**config.mk**
```make
export PLATFORM = sky130hd
export DESIGN_NAME = icache_prefetch_buf
export DESIGN_NICKNAME = d
export VERILOG_FILES = /design/src/icache_pkg.sv /design/src/icache_prefetch_buf.sv
export SDC_FILE = /design/constraint.sdc
export NUM_CORES = 1
export LEC_CHECK = 0
export BUFFER_PORTS_ARGS = -buffer_cell sky130_fd_sc_hd__buf_4
export CORE_UTILIZATION = 28
export DETAILED_ROUTE_END_ITERATION = 12
export GPL_TIMING_DRIVEN = 0
export SYNTH_ARGS = -nofsm -noshare
export SYNTH_HDL_FRONTEND = slang
export SYNTH_SLANG_ARGS = --single-unit
```
**constraint.sdc**
```tcl
create_clock -name Clk -period 2.3 [get_ports Clk]
set_input_delay 0.345 -clock Clk [delete_from_list [all_inputs] [get_ports Clk]]
set_output_delay 0.345 -clock Clk [all_outputs]
set_load 0.02 [all_outputs]
```
**src/icache_pkg.sv**
```systemverilog
package icache_pkg;

    // Byte address and instruction word, both one 32-bit word
    typedef logic [31:0] addr_t;
    typedef logic [31:0] word_t;

    // Line request to the memory controller
    // req is held for the whole transfer, addr is the first word wanted
    typedef struct packed {
        logic  req;
        addr_t addr;
    } mem_req_t;

    // One strobe per delivered word
    typedef struct packed {
        logic  valid;
        word_t data;
    } mem_rsp_t;

    // Response to the fetch unit, ready is a one-cycle strobe
    typedef struct packed {
        logic  ready;
        word_t instr;
    } fetch_rsp_t;

endpackage

```
**src/icache_prefetch_buf.sv**
```systemverilog
`timescale 1ns/1ns

module icache_prefetch_buf #(
    parameter int BLOCK_WORDS = 4
) (
    input  logic                                Clk,
    input  logic                                arst_n,
    input  logic                                pf_start,
    input  icache_pkg::addr_t                   pf_addr,
    input  icache_pkg::mem_rsp_t                mem_rsp,
    input  icache_pkg::addr_t                   lookup_addr,
    input  logic                                pf_consume,
    output logic                                pf_hit,
    output icache_pkg::word_t                   pf_word,
    output icache_pkg::word_t [BLOCK_WORDS-1:0] pf_line,
    output icache_pkg::addr_t                   pf_line_addr,
    output logic                                pf_busy
);

    localparam int CNT_W = $clog2(BLOCK_WORDS);
    localparam int OFF_W = CNT_W + 2;

    logic [CNT_W-1:0] wr_cnt;
    logic             pf_valid;
    logic             last_word;

    assign last_word = pf_busy && mem_rsp.valid && (wr_cnt == CNT_W'(BLOCK_WORDS - 1));

    // Match on line address only
    assign pf_hit  = pf_valid && (lookup_addr[31:OFF_W] == pf_line_addr[31:OFF_W]);
    assign pf_word = pf_line[lookup_addr[2 +: CNT_W]];

    always_ff @(posedge Clk or negedge arst_n) begin
        if (!arst_n) begin
            pf_busy  <= 1'b0;
            pf_valid <= 1'b0;
            wr_cnt   <= '0;
        end else if (pf_start) begin
            pf_busy  <= 1'b1;
            pf_valid <= 1'b0;
            wr_cnt   <= '0;
        end else begin
            if (pf_busy && mem_rsp.valid) begin
                wr_cnt <= wr_cnt + 1'b1;
            end
            if (last_word) begin
                pf_busy  <= 1'b0;
                pf_valid <= 1'b1;
            end else if (pf_consume) begin
                pf_valid <= 1'b0;
            end
        end
    end

    // Prefetch lines are aligned, so words come in plain order
    always_ff @(posedge Clk) begin
        if (pf_start) begin
            pf_line_addr <= {pf_addr[31:OFF_W], {OFF_W{1'b0}}};
        end
        if (pf_busy && mem_rsp.valid) begin
            pf_line[wr_cnt] <= mem_rsp.data;
        end
    end

    // Controller only launches once the port is free
    a_no_overlap: assert property (@(posedge Clk) disable iff (!arst_n)
        pf_start |-> !pf_busy);

endmodule

```
### After elaboration in Yosys (flattened, before gate mapping)

Cells that the tools add are included.

| word-level totals | value |
|---|---|
| flip-flop bits (word level) | 160 |
| latch bits | 0 |
| bits in writable memories | 0 |
| ROM bits | 0 |
| output and inout port bits | 194 |
| word-level logic and storage cells | 33 |
| memories kept | 0 |

| cells by class | value |
|---|---|
| add/subtract/negate cells | 1 |
| $mul | 0 |
| divide/modulo/power cells | 0 |
| $lt $le $gt $ge | 3 |
| eq/ne operators | 2 |
| shift-type cells | 0 |
| mux-type cells | 12 |
| bitwise logic cells | 0 |
| reductions and logical operators | 7 |

Operator list:

| kind | count |
|---|---|
| 128-bit bitwise mux | 1 |
| 32-bit binary-select mux with 2-bit select | 1 |
| 32-bit demux with 2-bit select | 1 |
| 32-bit 2-to-1 mux | 2 |
| 28-bit == test | 1 |
| 2-bit by 3-bit less-than comparator with 1-bit output (second input constant) | 2 |
| 1-bit 2-to-1 mux | 5 |
| 1-bit logical AND | 4 |
| 2-bit 2-to-1 mux | 2 |
| 2-bit nonzero test | 2 |
| 3-bit nonzero test | 1 |
| 2-bit by 1-bit adder with 2-bit output (second input constant) | 1 |
| 2-bit == test (second input constant) | 1 |
| 2-bit by 1-bit >= comparator with 1-bit output (second input constant) | 1 |

### Depth between registers and ports, before layout

| logic depth | value |
|---|---|
| depth after elaboration | 5 |
| gate-level depth with buffers | 4 |
| gate-level depth less buffers | 4 |

### Least setup slack after synthesis

No wires, ideal clock.

| path | value |
|---|---|
| kind | register to output |
| start | register pf_line_addr[19] |
| end | output port pf_hit |
| arrival time | 1.522 ns |
| data required time | 1.955 ns |
| slack | 0.433 ns |
| stages on the path, launching flop included | 5 |
| path through | edfxtp_1 -> xor2_1 -> nor4_1 -> nand3_1 -> nor4_2 |

| between the ends | value |
|---|---|
| longest elaborated chain between the ends | 2 |

Ends and longest elaborated chain:

| item | line | source |
|---|---|---|
| start, declared | icache_prefetch_buf.sv:16 | `output icache_pkg::addr_t pf_line_addr,` |
| start signal, assigned | icache_prefetch_buf.sv:58 | `pf_line_addr <= {pf_addr[31:OFF_W], {OFF_W{1'b0}}};` |
| 28-bit == test | icache_prefetch_buf.sv:30 | `assign pf_hit = pf_valid && (lookup_addr[31:OFF_W] == pf_line_addr[31:OFF_W]);` |
| 1-bit logical AND | icache_prefetch_buf.sv:30 |  |
| end, declared | icache_prefetch_buf.sv:13 | `output logic pf_hit,` |

Every way passes these cells.

### Final worst setup path

Ends and elaborated chain as after synthesis.

==> impl_metrics.yaml <==
hold_path:
  hp-class: "in2reg"
detailed_routing:
  dr_wl_met3_mm: 1.39
  wl_met2_mm: 8.24
  postRouteAntennaNets: 0
  wl_per_cell_um: 18.4
  drc: 0
  first_pass_iters: 4
  met1_length_mm: 6.04
  top_layer: "met4"
  dr_total_vias: 3794
  wirelength_mm: 15.8
  drt_iter0_drc: 132
  viasPerCell: 4.41
placed_design:
  hpwl_mm: 11.9
  placed_area_um2: 8640
  gp_congestion: 0.772
  io_buffers: 283
  dpl_worst_slack_ps: 428
final_layout:
  final_area_um2: 9250
  final_cell_mix: "buf_4, edfxtp_1, mux4_2"
  nNetsFinal: 677
  utilization_pct: 43.7
  syn2layout_area_growth_pct: 52.3
  layout.cells.most_common: "buf_4"
  diodes: 0
  fillerInstances: 1930
  drive_gt1_share_pct: 62.9
timing:
  tns_ps: 0
  fin_worst_skew_ps: 13.9
  setup_ws_ps: 84.2
  final_hold_viol_count: 0
  period_share_pct: 96.3
  slew_violations: 0
  period_minus_slack_ps: 2220
  setup_viol: 0
  rsz0062_at_grt: "yes"
  max_freq_mhz: 451
grt:
  grt-ovfl-total: 0
  grt_usage_pct: 14.1
  grt_max_degree: 33
  grt_antenna_before_repair: 0
  grt_pass1_vias: 4052
  grt_pass1_wl_mm: 22.9
setup_path:
  cpPeakStageDelay_ps: 420
  critPathSlowestCell: "edfxtp_1"
  worstSetupEndpointType: "output pin"
  critPathMostFrequentCell: "nor4_2"
  cp-start-kind: "flip-flop"
  path_cells: "xor2_1 -> nor4_2 -> nand3_1 -> nor4_2 -> buf_4"
  arrival_ps: 1870
  critPathMaxFanout: 2
  critPathRequiredTime_ps: 1960
  critPathKind: "reg2out"
floorplan:
  dieWidth_um: 149
  dieArea_um2: 22300
  rows: 53
  ios: 295
  die_h_um: 149
  core_area_um2: 21200
  initial_core_util_pct: 28.7
power_and_ir_drop:
  p_total_w: 0.00718
  p_leak_nw: 3.66
  vdd_drop_max_uv: 463
  p_per_area_nw_per_um2: 776
clocking:
  clock_sinks: 160
  cts_tree: "yes"
  cts-buffers-inserted: 17
  postCtsSetupBuffers: 0
  clockBufferDepth: 2
  clk_pin_slew_worst_paths_ps: 70
  cts-root-buf: "clkbuf_16"
  clkLatencyLatePin_ps: 420
  h-tree-depth: 4
logic_synthesis:
  synth.avg_cell_area_um2: 23.2
  synth_warnings: 0
  ys_types: 24
  synth_cells: 262
  yosysSeqAreaShare_pct: 78.8
  ys_ff_latch: 160
  netlist_area_um2: 6070
status:
  status: "finished, final reports clean"
flow_run:
  drv_cap: 0
-- worst max-delay path: cells and delay by family (launching register included) --
kind	cells	cell delay, ps
XOR/XNOR	1	190
buffers and inverters	1	180
AND/OR/NAND/NOR	3	660
flip-flops	1	420
-- per-layer routing --
| layer | GRT usage (%) | up-vias |
|---|---|---|
| met5 | 0 | - |
| met4 | 4.03 | 0 |
| met3 | 5.78 | 8 |
| met2 | 24.9 | 194 |
| met1 | 15.5 | 1902 |
| li1 | - | 1690 |
-- per-stage QoR --
step	cells	hold slack [ps]
floorplan	265	49.4
global placement	823	143
detailed placement	827	146
CTS	860	72.1
global route	860	66.0
finish	860	98.9
-- repair_timing --
| item | 4_1_cts | 5_1_grt |
|---|---|---|
| gates resized for setup | 1 | 1 |
| pin swaps | 1 | 2 |
| hold endpoints to repair | 4 | 0 |
| hold buffers | 1 | 0 |
| setup endpoints to repair | 1 | 1 |
-- cell type report --
class	count	area, um2	share of cell area, %
repair buffers	288	2210	23.9
inverters	3	11.3	0.122
clock buffers	17	425	4.60
multi-input cells	91	1190	12.9
flip-flops and latches	160	4780	51.7
well taps	275	344	3.72
plain buffers	11	116	1.26
clock inverters	15	163	1.76
-- state kept, by name, indices dropped and copies added (netlist names) --
signal	flops
pf_line_addr	28
pf_valid	1
pf_busy	1
pf_line	128
wr_cnt	2
-- logic make-up (layout without fill, tap and decap cells) --
family,Yosys count,in the layout,synth area share (%)
xor gates and xnor gates,29,29,4.18
buffers and inverters,14,334,2.10
DFF,160,160,78.8
other,1,4,0.0617
AOI/OAI and AO/OA,3,3,0.288
and+or+nand+nor,19,19,1.85
muxes,32,32,11.9
adders and majority gates,4,4,0.824
-- final timing paths --
path                             startpoint               end  slack [ps]  cells past startpoint
min reg2reg                        pf_valid          pf_valid         540                      2
max in group asynchronous            arst_n           pf_busy        1930                      2
min                             pf_addr[15]  pf_line_addr[15]         100                      1
max reg2reg                       wr_cnt[0]       pf_line[70]         650                      4
max                        pf_line_addr[19]            pf_hit          80                      5
min in group asynchronous            arst_n          pf_valid         270                      2
-- synthesized netlist by cell type --
master      n  share of area [%]
edfxtp_1  156                 77
mux4_2     31                 11
xor2_1     19                2.7
xnor2_1    10                1.4
buf_4       4               0.49
dfrtp_1     4                1.6
ha_1        4               0.82
nor4_1      4               0.41
and3_1      3               0.31
buf_12      3               0.99
buf_2       3               0.25
inv_1       3               0.19
nand3_1     3               0.25
nand4_1     3               0.31
a21oi_1     2               0.16
nand2_1     2               0.12
a21o_1      1               0.12
buf_6       1               0.19
conb_1      1              0.062
mux4_1      1               0.43
nand2b_1    1               0.10
nor2_1      1              0.062
nor3_1      1              0.082
nor4_2      1               0.21
-- where the power goes --
part           total, W  leakage (nW)  switching, W  internal, W
Clock           0.00274         0.291       0.00128      0.00146
Combinational  0.000985          1.87      0.000517     0.000468
Sequential      0.00345          1.50     0.0000807      0.00337
No activity file was read; power rests on OpenSTA's default activity.
