File: src/icache_pkg.sv
package icache_pkg;

    // Byte address and instruction word, both one 32-bit word
    typedef logic [31:0] addr_t;
    typedef logic [31:0] word_t;

    // Line request to the memory controller
    // req is held for the whole transfer, addr is the first word wanted
    typedef struct packed {
        logic  req;
        addr_t addr;
    } mem_req_t;

    // One strobe per delivered word
    typedef struct packed {
        logic  valid;
        word_t data;
    } mem_rsp_t;

    // Response to the fetch unit, ready is a one-cycle strobe
    typedef struct packed {
        logic  ready;
        word_t instr;
    } fetch_rsp_t;

endpackage

File: src/icache_data_array.sv
`timescale 1ns/1ns

module icache_data_array #(
    parameter int NUM_SETS    = 8,
    parameter int NUM_WAYS    = 4,
    parameter int BLOCK_WORDS = 4
) (
    input  logic                                    Clk,
    input  icache_pkg::addr_t                       rd_addr,
    input  logic [$clog2(NUM_WAYS)-1:0]             rd_way,
    output icache_pkg::word_t                       rd_word,
    input  logic                                    fill_en,
    input  icache_pkg::addr_t                       fill_addr,
    input  logic [$clog2(NUM_WAYS)-1:0]             fill_way,
    input  icache_pkg::word_t [BLOCK_WORDS-1:0]     fill_line
);

    import icache_pkg::*;

    localparam int WRD_W = $clog2(BLOCK_WORDS);
    localparam int OFF_W = WRD_W + 2;
    localparam int IDX_W = $clog2(NUM_SETS);

    word_t mem [NUM_SETS][NUM_WAYS][BLOCK_WORDS];

    logic [IDX_W-1:0] rd_set;
    logic [WRD_W-1:0] rd_off;
    logic [IDX_W-1:0] fl_set;

    assign rd_set = rd_addr[OFF_W +: IDX_W];
    assign rd_off = rd_addr[2 +: WRD_W];
    assign fl_set = fill_addr[OFF_W +: IDX_W];

    assign rd_word = mem[rd_set][rd_way][rd_off];

    // Whole line written at once
    always_ff @(posedge Clk) begin
        if (fill_en) begin
            for (int w = 0; w < BLOCK_WORDS; w++) begin
                mem[fl_set][fill_way][w] <= fill_line[w];
            end
        end
    end

endmodule

File: config.mk
export PLATFORM = sky130hd
export DESIGN_NAME = icache_data_array
export DESIGN_NICKNAME = d
export VERILOG_FILES = /design/src/icache_pkg.sv /design/src/icache_data_array.sv
export SDC_FILE = /design/constraint.sdc
export NUM_CORES = 2
export LEC_CHECK = 0
export ABC_AREA = 0
export BUFFER_PORTS_ARGS = -buffer_cell sky130_fd_sc_hd__buf_4
export CELL_PAD_IN_SITES_DETAIL_PLACEMENT = 2
export CELL_PAD_IN_SITES_GLOBAL_PLACEMENT = 2
export CORE_MARGIN = 1
export CORE_UTILIZATION = 53
export CTS_BUF_LIST = sky130_fd_sc_hd__clkbuf_2 sky130_fd_sc_hd__clkbuf_4 sky130_fd_sc_hd__clkbuf_8
export CTS_CLUSTER_SIZE = 16
export DETAILED_ROUTE_END_ITERATION = 12
export PLACE_DENSITY_LB_ADDON = 0.1
export SLEW_MARGIN = 25
export SYNTH_ARGS = -nofsm -noshare
export SYNTH_HDL_FRONTEND = slang
export SYNTH_SLANG_ARGS = --single-unit
File: constraint.sdc
create_clock -name Clk -period 11.3 [get_ports Clk]
set_clock_uncertainty 0.2 [all_clocks]
set_input_delay 2.26 -clock Clk [delete_from_list [all_inputs] [get_ports Clk]]
set_output_delay 2.26 -clock Clk [all_outputs]
set_load 0.1 [all_outputs]
==> flow_metrics.py, run 1 <==
metrics = {
    "logic_synthesis": {
        "post_synth_fa_ha_maj_area_fraction_pct": 0,
        "synth_area_per_cell_sq_um": 23.4,
        "synth_compound_area_share_pct": 0,
        "main_combinational_cell_family_by_area_after_synthesis": "multiplexers",
        "synthSimpleGateAreaFrac_pct": 2.27,
        "post_synthesis_cell_area_sq_mm": 0.159,
        "synth_warn": 0,
        "flop_and_latch_count_out_of_synthesis": 4096,
        "synth_xor_area_share_pct": 0,
        "synthCells": 6782,
        "yosys.cell_types.count": 18,
        "synthMuxAreaShare_pct": 19.3,
        "postSynthNetCount": 6980,
        "synth.yosys.seq_area_share_pct": 77.5,
    },
    "floorplan": {
        "pin_count": 230,
        "std_cell_rows": 200,
        "die-width_um": 549,
        "start_util_pct": 53.4,
        "die-height_um": 549,
    },
    "placement": {
        "dp_hpwl_um": 331000,
        "port-buffer-count": 173,
        "gp_routability_congestion": 0.739,
    },
    "status": {
        "error_line": "[ERROR DPL-0033] detailed placement checks failed during check placement.",
        "stop_stage": "3_5_place_dp",
        "outcome": "stopped before the end",
    },
}
[per-stage QoR]
stage | hold slack [ns] | cell area [sq um]
after global placement | 2.49 | 166000
after floorplan | 2.16 | 159000
[synthesized netlist by cell type]
master / n / share of area (%)
edfxtp_1: 4096 / 78
mux4_2: 1344 / 19
nand2_1: 898 / 2.1
clkbuf_1: 203 / 0.48
buf_1: 89 / 0.21
buf_2: 66 / 0.21
nor2_1: 34 / 0.080
mux2_2: 32 / 0.23
buf_4: 4 / 0.019
nand3b_1: 4 / 0.019
or3b_2: 3 / 0.017
buf_6: 2 / 0.014
nand3_1: 2 / 0.0063
and3_1: 1 / 0.0039
and3b_1: 1 / 0.0055
nor3b_1: 1 / 0.0047
or2_2: 1 / 0.0039
or3_1: 1 / 0.0039
[kinds of logic after synthesis]
logic type | after synthesis
mux | 1376
simple gates | 946
flops | 4096
buf+inv | 364
==> run 2, diff against run 1 <==
==> config.mk (replaced) <==
export PLATFORM = sky130hd
export DESIGN_NAME = icache_data_array
export DESIGN_NICKNAME = d
export VERILOG_FILES = /design/src/icache_pkg.sv /design/src/icache_data_array.sv
export SDC_FILE = /design/constraint.sdc
export NUM_CORES = 2
export LEC_CHECK = 0
export ABC_AREA = 0
export BUFFER_PORTS_ARGS = -buffer_cell sky130_fd_sc_hd__buf_4
export CORE_MARGIN = 1
export CORE_UTILIZATION = 40
export DETAILED_ROUTE_END_ITERATION = 12
export PLACE_DENSITY_LB_ADDON = 0.15
export SLEW_MARGIN = 25
export SYNTH_ARGS = -nofsm -noshare
export SYNTH_HDL_FRONTEND = slang
export SYNTH_SLANG_ARGS = --single-unit
==> run 2 against run 1 <==
Effect of this change:
- synthesized cell count is the same
- synthesized area is the same
- the run now ends clean
==> flow_metrics.py, run 2 <==
metrics = {
    "power_and_ir_drop": {
        "finalPower_mw": 32.9,
        "comb_power_share_pct": 6.1,
        "total_switching_power_mw": 7.13,
        "swShare_pct": 21.7,
        "power.clock.fraction_pct": 42.1,
        "power.internal_mw": 25.7,
        "power-per-cell-area_mw_per_mm2": 182,
        "seq_power_share_pct": 51.8,
        "power.static_leakage_nw": 56.2,
        "peakVddDrop_mv": 0.133,
    },
    "sta": {
        "setup_tns_ns": 0,
        "fin_ws_ns": 2.67,
        "timing.final.crit_period_ns": 8.63,
        "tightestPinTransition_ns": 1.42,
        "timing.hold.ws_ns": 1.52,
        "grt_setup_unrepaired": "no",
        "slew_violations": 0,
        "final_min_period_over_clock_period_pct": 76.4,
        "achievable-frequency_ghz": 0.116,
        "max-slew-margin-rel_pct": 5.25,
        "finalHoldViolCount": 0,
        "setup_viol": 0,
    },
    "logic_synthesis": {
        "yosysTopAreaCell": "edfxtp_1",
        "synth_edf_count": 4096,
        "ys.flop_type": "edfxtp_1",
        "yosys.cell_types.count": 18,
        "async_reset_ff_share_pct": 0,
        "post_synth_most_frequent_cells": "4096 x edfxtp_1, 1344 x mux4_2, 898 x nand2_1, 203 x clkbuf_1, 89 x buf_1",
        "post_synthesis_cell_area_sq_mm": 0.159,
        "synth.top_cell.area_share_pct": 77.5,
        "synth_area_per_cell_sq_um": 23.4,
        "synthCells": 6782,
        "synth_warn": 0,
        "synthMostInstantiatedCell": "edfxtp_1",
        "postSynthNetCount": 6980,
        "synth_area_leaders": "edfxtp_1 78%, mux4_2 19%, nand2_1 2.1%",
        "synth.yosys.seq_area_share_pct": 77.5,
        "flop_and_latch_count_out_of_synthesis": 4096,
    },
    "clock_network": {
        "cts_hold_repair_buffers": 0,
        "max-clock-path-buffers": 4,
        "cts_inserted_buffers": 427,
        "tritoncts": "yes",
        "cts_root_buf": "clkbuf_16",
        "cts_setup_buffers": 0,
        "cts.reportedPaths.clkPinSlew_ns": 0.06,
        "cts-htree-levels": 5,
        "number_of_cells_upsized_or_downsized_after_cts": 0,
        "clock_sinks": 4096,
    },
    "drt": {
        "route.antenna.remaining_nets": 0,
        "drt_first_iter_violations": 8334,
        "detailroute.via_count": 75500,
        "avgViaCountPerCell": 5.90,
        "dr.pass1.iters": 6,
        "wl_per_cell_um": 36.4,
        "totalWireLength_um": 466000,
        "drt_drc_violations_left": 0,
    },
    "setup_path": {
        "cp.buffers_inverters": 5,
        "critical_path.startpoint_type": "input port",
        "worstSetupEndpointType": "output pin",
        "crit_slowest_cell": "mux4_2",
        "data_required_time_at_the_worst_endpoint_ns": 8.84,
        "path_max_fanout": 73,
        "cpLargestDelayFamily": "multiplexers",
        "crit_type": "input port to output pin",
        "worst_path_largest_cell_delay_ns": 0.59,
        "critical_path.cell_chain": "buf_16 -> buf_12 -> buf_4 -> buf_4 -> mux4_2 -> mux4_2 -> mux4_2 -> mux2_2 -> buf_4",
        "worst-endpoint-arrival_ns": 6.17,
    },
    "global_route": {
        "grt_first_pass_wirelength_um": 641000,
        "grt.total_usage_pct": 23.4,
        "globalRoute.totalOverflow": 0,
        "largest_net_degree_at_the_start_of_global_routing": 113,
        "number_of_global_route_vias_before_repair": 77500,
        "grt_antenna_before_repair": 84,
    },
    "floorplan": {
        "die-width_um": 632,
        "floorplan.die_area_sq_mm": 0.399,
        "start_util_pct": 40.3,
        "die-height_um": 632,
        "pin_count": 230,
        "core-area_sq_mm": 0.394,
        "std_cell_rows": 230,
    },
    "placement": {
        "placed_cells": 12000,
        "place_ws_ns": 2.61,
        "gp_routability_congestion": 0.734,
        "dp_hpwl_um": 248000,
        "port-buffer-count": 173,
    },
    "status": {
        "outcome": "finished clean",
    },
    "cells_and_area": {
        "synth_to_layout_area_growth_pct": 14.1,
        "layout.cells.most_common": "edfxtp_1",
        "final_cells": 12800,
        "largest_register_ff_count": 4096,
        "design.final.nets": 7405,
        "drive_gt1_share_pct": 31.2,
        "max_flop_register": "mem",
        "largestRegisters": "mem x4096",
        "most-common-layout-cells": "4096 x edfxtp_1, 1344 x mux4_2, 898 x nand2_1",
    },
    "min_path": {
        "min_path_type": "input port to flop",
    },
    "flow_run": {
        "drv_cap": 0,
    },
}
[run 2: layer usage]
metal / share of wire [%] / routed length (um) / track usage [%]
met5: 0.041 / 189 / 0
met1: 42 / 194000 / 33.0
met2: 49 / 227000 / 38.1
met3: 7.4 / 34300 / 4.29
met4: 2.1 / 9910 / 4.90
[run 2: power groups by stage]
stage,clock [mW],combinational (mW),sequential [mW]
floorplan,0,1.25,17.4
global placement,0,1.99,17.3
detailed placement,0,2.02,17.4
CTS,14.1,2.03,17.0
global route,14.6,2.11,17.0
finish,13.9,1.99,17.0
[run 2: cells by family after synthesis]
kind of cell           Yosys count  synth area share (%)
flip-flops                    4096                  77.5
multiplexers                  1376                  19.3
AND/OR/NAND/NOR                946                  2.27
buffers and inverters          364                 0.932
[run 2: final timing paths]
check,from,slack [ns],cells after the start,to
worst max-delay path,rd_addr[4],2.67,9,rd_word[8]
worst min-delay path,fill_line[5],1.52,1,mem[3][485]
[run 2: area by class of cell]
cell class                      count  area, sq um
Antenna cell                       26         65.1
Clock buffer                      539        11300
Clock inverter                    243         2310
Fill cell                       32600       213000
Multi-Input combinational cell   2322        34500
Sequential cell                  4096       123000
Tap cell                         5220         6530
Timing Repair Buffer              360         3380
[run 2: stage by stage]
step	util, %	area, sq um
floorplan	-	159000
CTS	46.0	181000
finish	46.0	181000
global placement	42.5	167000
global route	46.0	181000
detailed placement	42.5	167000
Note: power is estimated with default switching activity, not from simulation.
