<file path="src/icache_pkg.sv">
package icache_pkg;

    // Byte address and instruction word, both one 32-bit word
    typedef logic [31:0] addr_t;
    typedef logic [31:0] word_t;

    // Line request to the memory controller
    // req is held for the whole transfer, addr is the first word wanted
    typedef struct packed {
        logic  req;
        addr_t addr;
    } mem_req_t;

    // One strobe per delivered word
    typedef struct packed {
        logic  valid;
        word_t data;
    } mem_rsp_t;

    // Response to the fetch unit, ready is a one-cycle strobe
    typedef struct packed {
        logic  ready;
        word_t instr;
    } fetch_rsp_t;

endpackage

</file>
<file path="src/icache_ctrl.sv">
`timescale 1ns/1ns

module icache_ctrl #(
    parameter int NUM_SETS    = 8,
    parameter int NUM_WAYS    = 4,
    parameter int BLOCK_WORDS = 4,
    parameter bit PREFETCH_EN = 1
) (
    input  logic                                Clk,
    input  logic                                arst_n,
    input  logic                                read_en,
    input  icache_pkg::addr_t                   read_addr,
    input  logic                                flush,
    output icache_pkg::fetch_rsp_t              fetch_rsp,
    output logic                                busy,
    output icache_pkg::mem_req_t                mem_req,
    input  icache_pkg::mem_rsp_t                mem_rsp,
    output icache_pkg::addr_t                   lookup_addr,
    input  logic                                hit,
    input  logic [$clog2(NUM_WAYS)-1:0]         hit_way,
    input  logic [$clog2(NUM_WAYS)-1:0]         victim_way,
    input  icache_pkg::word_t                   rd_word,
    output logic [$clog2(NUM_WAYS)-1:0]         rd_way,
    input  logic                                pf_hit,
    input  icache_pkg::word_t                   pf_word,
    input  icache_pkg::word_t [BLOCK_WORDS-1:0] pf_line,
    input  icache_pkg::addr_t                   pf_line_addr,
    input  logic                                pf_busy,
    output logic                                pf_start,
    output icache_pkg::addr_t                   pf_addr,
    output logic                                pf_consume,
    output logic                                fill_en,
    output icache_pkg::addr_t                   fill_addr,
    output logic [$clog2(NUM_WAYS)-1:0]         fill_way,
    output icache_pkg::word_t [BLOCK_WORDS-1:0] fill_line
);

    import icache_pkg::*;

    localparam int    CNT_W      = $clog2(BLOCK_WORDS);
    localparam int    OFF_W      = CNT_W + 2;
    localparam addr_t LINE_BYTES = addr_t'(BLOCK_WORDS * 4);

    typedef enum logic [1:0] {
        ST_IDLE,
        ST_REFILL,
        ST_WAIT_PF
    } state_t;

    state_t                  state;
    addr_t                   req_addr;
    logic                    demand_req;
    logic                    flushed;
    logic                    rsp_ready;
    word_t                   rsp_instr;
    logic [CNT_W-1:0]        word_cnt;
    logic [CNT_W-1:0]        next_off;
    logic [CNT_W-1:0]        crit_off;
    logic [CNT_W-1:0]        slot;
    word_t [BLOCK_WORDS-1:0] line_buf;
    word_t [BLOCK_WORDS-1:0] line_next;

    logic accept;
    logic pf_idle;
    logic lookup_now;
    logic pf_use;
    logic take_pf;
    logic refill_word;
    logic refill_last;

    assign accept      = read_en && !busy;
    // A prefetch is in flight from the launch strobe until its last word
    assign pf_idle     = !pf_busy && !pf_start;
    assign lookup_now  = accept || (state == ST_WAIT_PF && pf_idle);
    assign pf_use      = PREFETCH_EN && pf_hit && !hit;
    assign take_pf     = lookup_now && pf_use;
    assign refill_word = (state == ST_REFILL) && mem_rsp.valid;
    assign refill_last = refill_word && (word_cnt == CNT_W'(BLOCK_WORDS - 1));

    assign lookup_addr = (state == ST_IDLE) ? read_addr : req_addr;
    assign rd_way      = hit_way;

    // Critical word goes to its own offset, the rest fill ascending and skip it
    assign crit_off = req_addr[2 +: CNT_W];
    always_comb begin
        if (word_cnt == '0) begin
            slot = crit_off;
        end else if (next_off == crit_off) begin
            slot = next_off + 1'b1;
        end else begin
            slot = next_off;
        end
        line_next = line_buf;
        line_next[slot] = mem_rsp.data;
    end

    // Refill completion and prefetch hits both write the victim way
    assign fill_en    = refill_last || take_pf;
    assign fill_addr  = (state == ST_REFILL) ? req_addr : pf_line_addr;
    assign fill_way   = victim_way;
    assign fill_line  = (state == ST_REFILL) ? line_next : pf_line;
    assign pf_consume = take_pf;

    assign mem_req   = '{req: demand_req || pf_busy,
                         addr: demand_req ? req_addr : pf_line_addr};
    assign fetch_rsp = '{ready: rsp_ready, instr: rsp_instr};

    always_ff @(posedge Clk or negedge arst_n) begin
        if (!arst_n) begin
            state      <= ST_IDLE;
            busy       <= 1'b0;
            demand_req <= 1'b0;
            flushed    <= 1'b0;
            rsp_ready  <= 1'b0;
            pf_start   <= 1'b0;
            word_cnt   <= '0;
            next_off   <= '0;
        end else begin
            rsp_ready <= 1'b0;
            pf_start  <= 1'b0;
            case (state)
                ST_IDLE: begin
                    if (accept) begin
                        flushed <= flush;
                        if (hit || pf_use) begin
                            rsp_ready <= !flush;
                        end else if (!pf_idle) begin
                            busy  <= 1'b1;
                            state <= ST_WAIT_PF;
                        end else begin
                            busy       <= 1'b1;
                            demand_req <= 1'b1;
                            word_cnt   <= '0;
                            next_off   <= '0;
                            state      <= ST_REFILL;
                        end
                    end
                end
                ST_WAIT_PF: begin
                    if (flush) begin
                        flushed <= 1'b1;
                    end
                    // Repeat the lookup once the prefetch line has landed
                    if (pf_idle) begin
                        if (pf_use) begin
                            rsp_ready <= !(flush || flushed);
                            busy      <= 1'b0;
                            state     <= ST_IDLE;
                        end else begin
                            demand_req <= 1'b1;
                            word_cnt   <= '0;
                            next_off   <= '0;
                            state      <= ST_REFILL;
                        end
                    end
                end
                ST_REFILL: begin
                    if (flush) begin
                        flushed <= 1'b1;
                    end
                    if (mem_rsp.valid) begin
                        word_cnt <= word_cnt + 1'b1;
                        if (word_cnt == '0) begin
                            rsp_ready <= !(flush || flushed);
                        end else begin
                            next_off <= slot + 1'b1;
                        end
                    end
                    if (refill_last) begin
                        demand_req <= 1'b0;
                        busy       <= 1'b0;
                        pf_start   <= PREFETCH_EN;
                        state      <= ST_IDLE;
                    end
                end
                default: state <= ST_IDLE;
            endcase
            // Replace the consumed line with the one after it
            if (take_pf && pf_idle) begin
                pf_start <= 1'b1;
            end
        end
    end

    always_ff @(posedge Clk) begin
        if (accept) begin
            req_addr <= read_addr;
        end
        if (lookup_now) begin
            rsp_instr <= pf_use ? pf_word : rd_word;
        end
        if (refill_word) begin
            line_buf <= line_next;
            if (word_cnt == '0) begin
                rsp_instr <= mem_rsp.data;
            end
        end
        if (refill_last) begin
            pf_addr <= {req_addr[31:OFF_W], {OFF_W{1'b0}}} + LINE_BYTES;
        end else if (take_pf) begin
            pf_addr <= pf_line_addr + LINE_BYTES;
        end
    end

    // Memory sees one address per transfer, demand and prefetch never abut
    a_req_stable: assert property (@(posedge Clk) disable iff (!arst_n)
        mem_req.req && $past(mem_req.req) |-> $stable(mem_req.addr));

endmodule

</file>
<file path="config.mk">
export PLATFORM = sky130hd
export DESIGN_NAME = icache_ctrl
export DESIGN_NICKNAME = d
export VERILOG_FILES = /design/src/icache_pkg.sv /design/src/icache_ctrl.sv
export SDC_FILE = /design/constraint.sdc
export NUM_CORES = 1
export LEC_CHECK = 0
export ABC_AREA = 1
export BUFFER_PORTS_ARGS = -buffer_cell sky130_fd_sc_hd__buf_2
export CAP_MARGIN = 15
export CORE_AREA = 2 2 235 237
export CTS_CLUSTER_SIZE = 25
export DETAILED_ROUTE_END_ITERATION = 8
export DIE_AREA = 0 0 237 239
export PLACE_DENSITY = 0.57
export SKIP_CTS_REPAIR_TIMING = 1
export SLEW_MARGIN = 0
export SYNTH_ARGS = -nofsm -noshare
export SYNTH_HDL_FRONTEND = slang
export SYNTH_SLANG_ARGS = --single-unit
</file>
<file path="constraint.sdc">
create_clock -name Clk -period 13.35 [get_ports Clk]
set_clock_uncertainty 0.2 [all_clocks]
set_input_delay 2.67 -clock Clk [delete_from_list [all_inputs] [get_ports Clk]]
set_output_delay 2.67 -clock Clk [all_outputs]
set_load 0.03 [all_outputs]
</file>
-- After elaboration in Yosys (flattened, before gate mapping)
Index checks and enable logic that the tools add are counted.
- input bits: 300
- flip-flop bits (word level): 235
- logic and storage cells: 125
- eq/ne operators: 14
- add/sub/neg operators: 5
- multiplexer cells: 57
- reductions and logical operators: 32
- order comparisons: 2
- operators by type and width (kind ; number):
    2-to-1 mux 32 bit ; 10
    bitwise mux 128 bit ; 1
    2-to-1 mux 128 bit ; 1
    adder 32 x 5 -> 32 bit, second input constant ; 2
    demux 32 bit (select 2 bit) ; 1
    2-to-1 mux 2 bit ; 15
    2-to-1 mux 1 bit ; 22
    != test 2 bit, second input constant ; 9
    one-hot mux 2 bit (3 select lines) ; 3
    AND reduction 7 bit ; 2
    logical AND 1 bit ; 9
    one-hot mux 1 bit (3 select lines) ; 3
    AND reduction 8 bit ; 1
    adder 2 x 1 -> 2 bit, second input constant ; 3
    logical NOT 1 bit ; 6
    AND reduction 6 bit ; 1
    logical OR 1 bit ; 5
    == test 2 bit, second input constant ; 2
    logical NOT 2 bit ; 2
    AND reduction 4 bit ; 1
    nonzero test 2 bit ; 2
    < comparator 2 x 3 -> 1 bit, second input constant ; 1
    AND reduction 3 bit ; 1
    nonzero test 3 bit ; 1
    other kinds (6) ; 6

-- Logic depth before layout (Yosys ltp)
- word-level depth: 9
- gate-level depth with buffers: 15

-- Least setup slack after synthesis
OpenSTA, ideal clock, no wires.
- kind: input -> output
- start: in read_en
- end: out fill_en
- stages on the path: 9
- required time: 10.480 ns
- data arrival time: 6.170 ns
- slack: 4.310 ns
- cells stage by stage: inv_1 -> nor2_1 -> inv_1 -> nand2_1 -> buf_2 -> inv_1 -> nor2_1 -> inv_1 -> nand2_1
- cells in the longest elaborated chain, start to end: 4
- RTL lines (what ; RTL line ; RTL):
    start, declared ; icache_ctrl.sv:11 ; input logic read_en,
    logical AND 1 bit ; icache_ctrl.sv:71 ; assign accept = read_en && !busy;
    net accept ; icache_ctrl.sv:63 ; logic accept;
    logical OR 1 bit ; icache_ctrl.sv:74 ; assign lookup_now = accept || (state == ST_WAIT_PF && pf_idle);
    logical AND 1 bit ; icache_ctrl.sv:76 ; assign take_pf = lookup_now && pf_use;
    net pf_consume ; icache_ctrl.sv:31 ; output logic pf_consume,
    logical OR 1 bit ; icache_ctrl.sv:98 ; assign fill_en = refill_last || take_pf;
    end, declared ; icache_ctrl.sv:32 ; output logic fill_en,
The timed path passes the listed nets, and every way through them passes these cells.

-- Worst setup path after layout
- start: in read_en
- end: out fill_en
- cells in the longest elaborated chain, start to end: 4
- RTL lines (what ; RTL line):
    logical AND 1 bit ; icache_ctrl.sv:71
    net accept ; icache_ctrl.sv:63
    logical OR 1 bit ; icache_ctrl.sv:74
    logical AND 1 bit ; icache_ctrl.sv:76
    logical OR 1 bit ; icache_ctrl.sv:98
The timed path passes the listed nets, and every way through them passes these cells.

==> impl_metrics.env <==
export IMPL_synthAdderAreaFrac=0.00987
export IMPL_rrSetupSlack_ns=8.90
export IMPL_yosysMostFrequentCell="nand2_1"
export IMPL_area_growth_pct=32.4
export IMPL_dp_hpwl_um=42800
export IMPL_r2r_cells=12
export IMPL_setup_worst_path_start="read_en"
export IMPL_synth_seq_cells=235
export IMPL_wl_per_cell_um=18.7
export IMPL_clock_sinks=235
export IMPL_viasPerCell=4.62
export IMPL_cts_made_buffers=29
export IMPL_synth_top_area_frac=0.413
export IMPL_cp_top_family="buffers and inverters"
export IMPL_drc=0
export IMPL_htreeDepth=1
export IMPL_gp_congestion=0.881
export IMPL_clkLatencyLatePin_ns=0.57
export IMPL_critPathCaptureType="output pin"
export IMPL_cp_data_arrival_time_ns=5.48
export IMPL_drt_iter0_drc=801
export IMPL_crit_buf_inv=8
export IMPL_synth_top_cell_by_area="edfxtp_1"
export IMPL_synth_area_mux_share=0.103
export IMPL_antenna_found_initial=11
export IMPL_ys_seq_area_frac=0.479
export IMPL_place_ws_ns=4.90
export IMPL_powerDensity_mw_per_mm2=229
export IMPL_grt_max_degree=103
export IMPL_fillers=5804
export IMPL_hp_start="rsp_instr[29]"
export IMPL_relSlewSlack=0.268
export IMPL_worst_path_max_fanout=65
export IMPL_ant_nets=0
export IMPL_cp_required_ns=10.48
export IMPL_clkTransAtPathRegs_ns=0.06
export IMPL_startpoint_type="input port"
export IMPL_criticalPathCategory="input port to output pin"
export IMPL_regArea_mm2=0.00668
export IMPL_grt_usage=0.188
export IMPL_portBuffers=589
export IMPL_multiInputGateArea_mm2=0.00646
export IMPL_power_leakage_nw=8.78
export IMPL_grt_pass1_vias=13104
export IMPL_slowest_stage="nand2_2"
export IMPL_max_freq_mhz=120
export IMPL_drv_slew=0
export IMPL_cts_tree="done"
export IMPL_fp_dieW_um=237
export IMPL_whs_endpoint="rsp_instr[29]"
export IMPL_synth_warnings=0
export IMPL_rsz0062_at_grt="false"
export IMPL_hold_depth=2
export IMPL_crit_path_max_incr_delay_ns=0.67
export IMPL_synth_xor_area_frac=0.00879
export IMPL_synth_top_family_by_area="simple AND/OR/NAND/NOR gates"
export IMPL_synthesis_nets=2030
export IMPL_setup_viol=0
export IMPL_synth_simple_gate_area_frac=0.276
export IMPL_final_net_count=2558
export IMPL_maxCapViolCount=0
export IMPL_syn_area_per_cell_um2=8.11
export IMPL_ir_drop_mv=0.113
export IMPL_grt_overflow_total=0
export IMPL_clockBufferDepth=3
export IMPL_grt_pass1_wl_um=80900
export IMPL_synth_compound_area_frac=0.0617
export IMPL_io_pins=598
export IMPL_min_path_type="flop to flop"
export IMPL_setup_tns_ns=0
export IMPL_via_count=13740
export IMPL_fp_dieH_um=239
export IMPL_ys_flop_type="edfxtp_1"
export IMPL_wl_um=55700
export IMPL_synth_area_mm2=0.0139
export IMPL_r2r_end="pf_addr[16]"
export IMPL_netlist_instances=1719
export IMPL_cp_cell_sequence="buf_2 -> inv_1 -> nor2_4 -> buf_4 -> inv_1 -> nand2_2 -> buf_4 -> inv_1 -> nor2_1 -> inv_1 -> nand2_2 -> buf_2"
export IMPL_start_util=0.257
export IMPL_tightest_slew_ns=1.10
export IMPL_finalHoldViolCount=0
export IMPL_synth_edf_count=192
export IMPL_synth_area_top_cells="edfxtp_1, nand2_1, mux2_2"
export IMPL_dieArea_mm2=0.0566
export IMPL_clock_root_buffer="clkbuf_16"
export IMPL_rows=86
export IMPL_r2r_start="state[1]"
export IMPL_ys_types=34
export IMPL_status="complete, no violations"
export IMPL_cp_common_cell="inv_1"
export IMPL_timing_final_ws_setup_ns=5.00
export IMPL_async_flop_share=0.0468
export IMPL_dr_pass1_iters=5
export IMPL_core_area_mm2=0.0543
export IMPL_final_layout_size_suffix_gt1_frac=0.363
export IMPL_synth_common_cells="nand2_1, edfxtp_1, o21ai_0"
export IMPL_period_minus_slack_ns=8.35
export IMPL_fin_crit_sh=0.626
==> cells in the final DEF, fill, tap and decap left out, drive strengths merged <==
master	instances
dfrtp	11
a31oi	23
a21oi	2
o22ai	1
o21ai	134
edfxtp	192
nor3b	1
clkinvlp	2
nand4	20
nand2	846
o31ai	1
buf	600
or2	1
diode	2
bufinv	6
mux2	128
o211ai	2
nand3	29
xor2	13
inv	94
clkbuf	34
dfxtp	32
ha	11
nor2	74
clkinv	12
xnor2	1
==> metal layers <==
metal  GRT usage  up-vias  part of all wire
met1       0.225     6437              0.40
met5           0        -           0.00041
met3      0.0338       83             0.064
met4      0.0510        4             0.029
met2       0.343      559              0.50
li1            -     6657                 -
==> cell families after synthesis <==
| kind of cell | count (synthesis) |
|---|---|
| AOI/OAI and AO/OA | 163 |
| buffers and inverters | 197 |
| adders and majority gates | 11 |
| DFF | 235 |
| and+or+nand+nor | 971 |
| muxes | 128 |
| xor gates and xnor gates | 14 |
==> power breakdown <==
part	switching (mW)	total [mW]	internal, mW
registers	0.0732	1.09	1.02
clock network	0.338	0.865	0.527
logic	1.62	2.28	0.656
==> tightest hold or removal path: stages (launching register included) <==
cell and delay [ns]:
dfxtp_1 0.32, o21ai_0 0.08, nand2_1 0.06
==> cell type report <==
| cell class | count | area share |
|---|---|---|
| inverter | 94 | 0.0195 |
| multi-input combinational | 1287 | 0.350 |
| sequential | 235 | 0.362 |
| clock inverter | 20 | 0.0150 |
| antenna | 2 | 0.000271 |
| tap | 704 | 0.0477 |
| timing repair buffer | 600 | 0.164 |
| clock buffer | 34 | 0.0414 |
==> worst max-delay path by stage <==
| stage | to | slack [ns] | cells after the start |
|---|---|---|---|
| after floorplan | fill_en | 4.31 | 9 |
| after global placement | fill_en | 4.89 | 12 |
| after detailed placement | fill_en | 4.90 | 12 |
| after CTS | fill_en | 4.89 | 12 |
| after global routing | fill_en | 4.64 | 12 |
| final | fill_en | 5.00 | 12 |
==> registers in the layout, indices dropped and copies added (netlist names) <==
name / flops
rsp_ready: 1
next_off: 2
line_buf: 128
demand_req: 1
rsp_instr: 32
pf_start: 1
flushed: 1
word_cnt: 2
busy: 1
req_addr: 32
pf_addr: 32
state: 2
==> metrics by stage <==
stage / hold WS [ns] / power [mW] / area [um^2] / utilization / cells
5_1_grt: 0.306 / 4.48 / 18500 / 0.340 / 2976
2_1_floorplan: 0.261 / 2.68 / 13900 / - / 1719
3_3_place_gp: 0.267 / 3.38 / 17400 / 0.321 / 2920
3_5_place_dp: 0.267 / 3.41 / 17400 / 0.321 / 2920
6_report: 0.286 / 4.23 / 18500 / 0.340 / 2976
4_1_cts: 0.286 / 4.29 / 18500 / 0.340 / 2974
No activity file was read; power rests on OpenSTA's default activity.
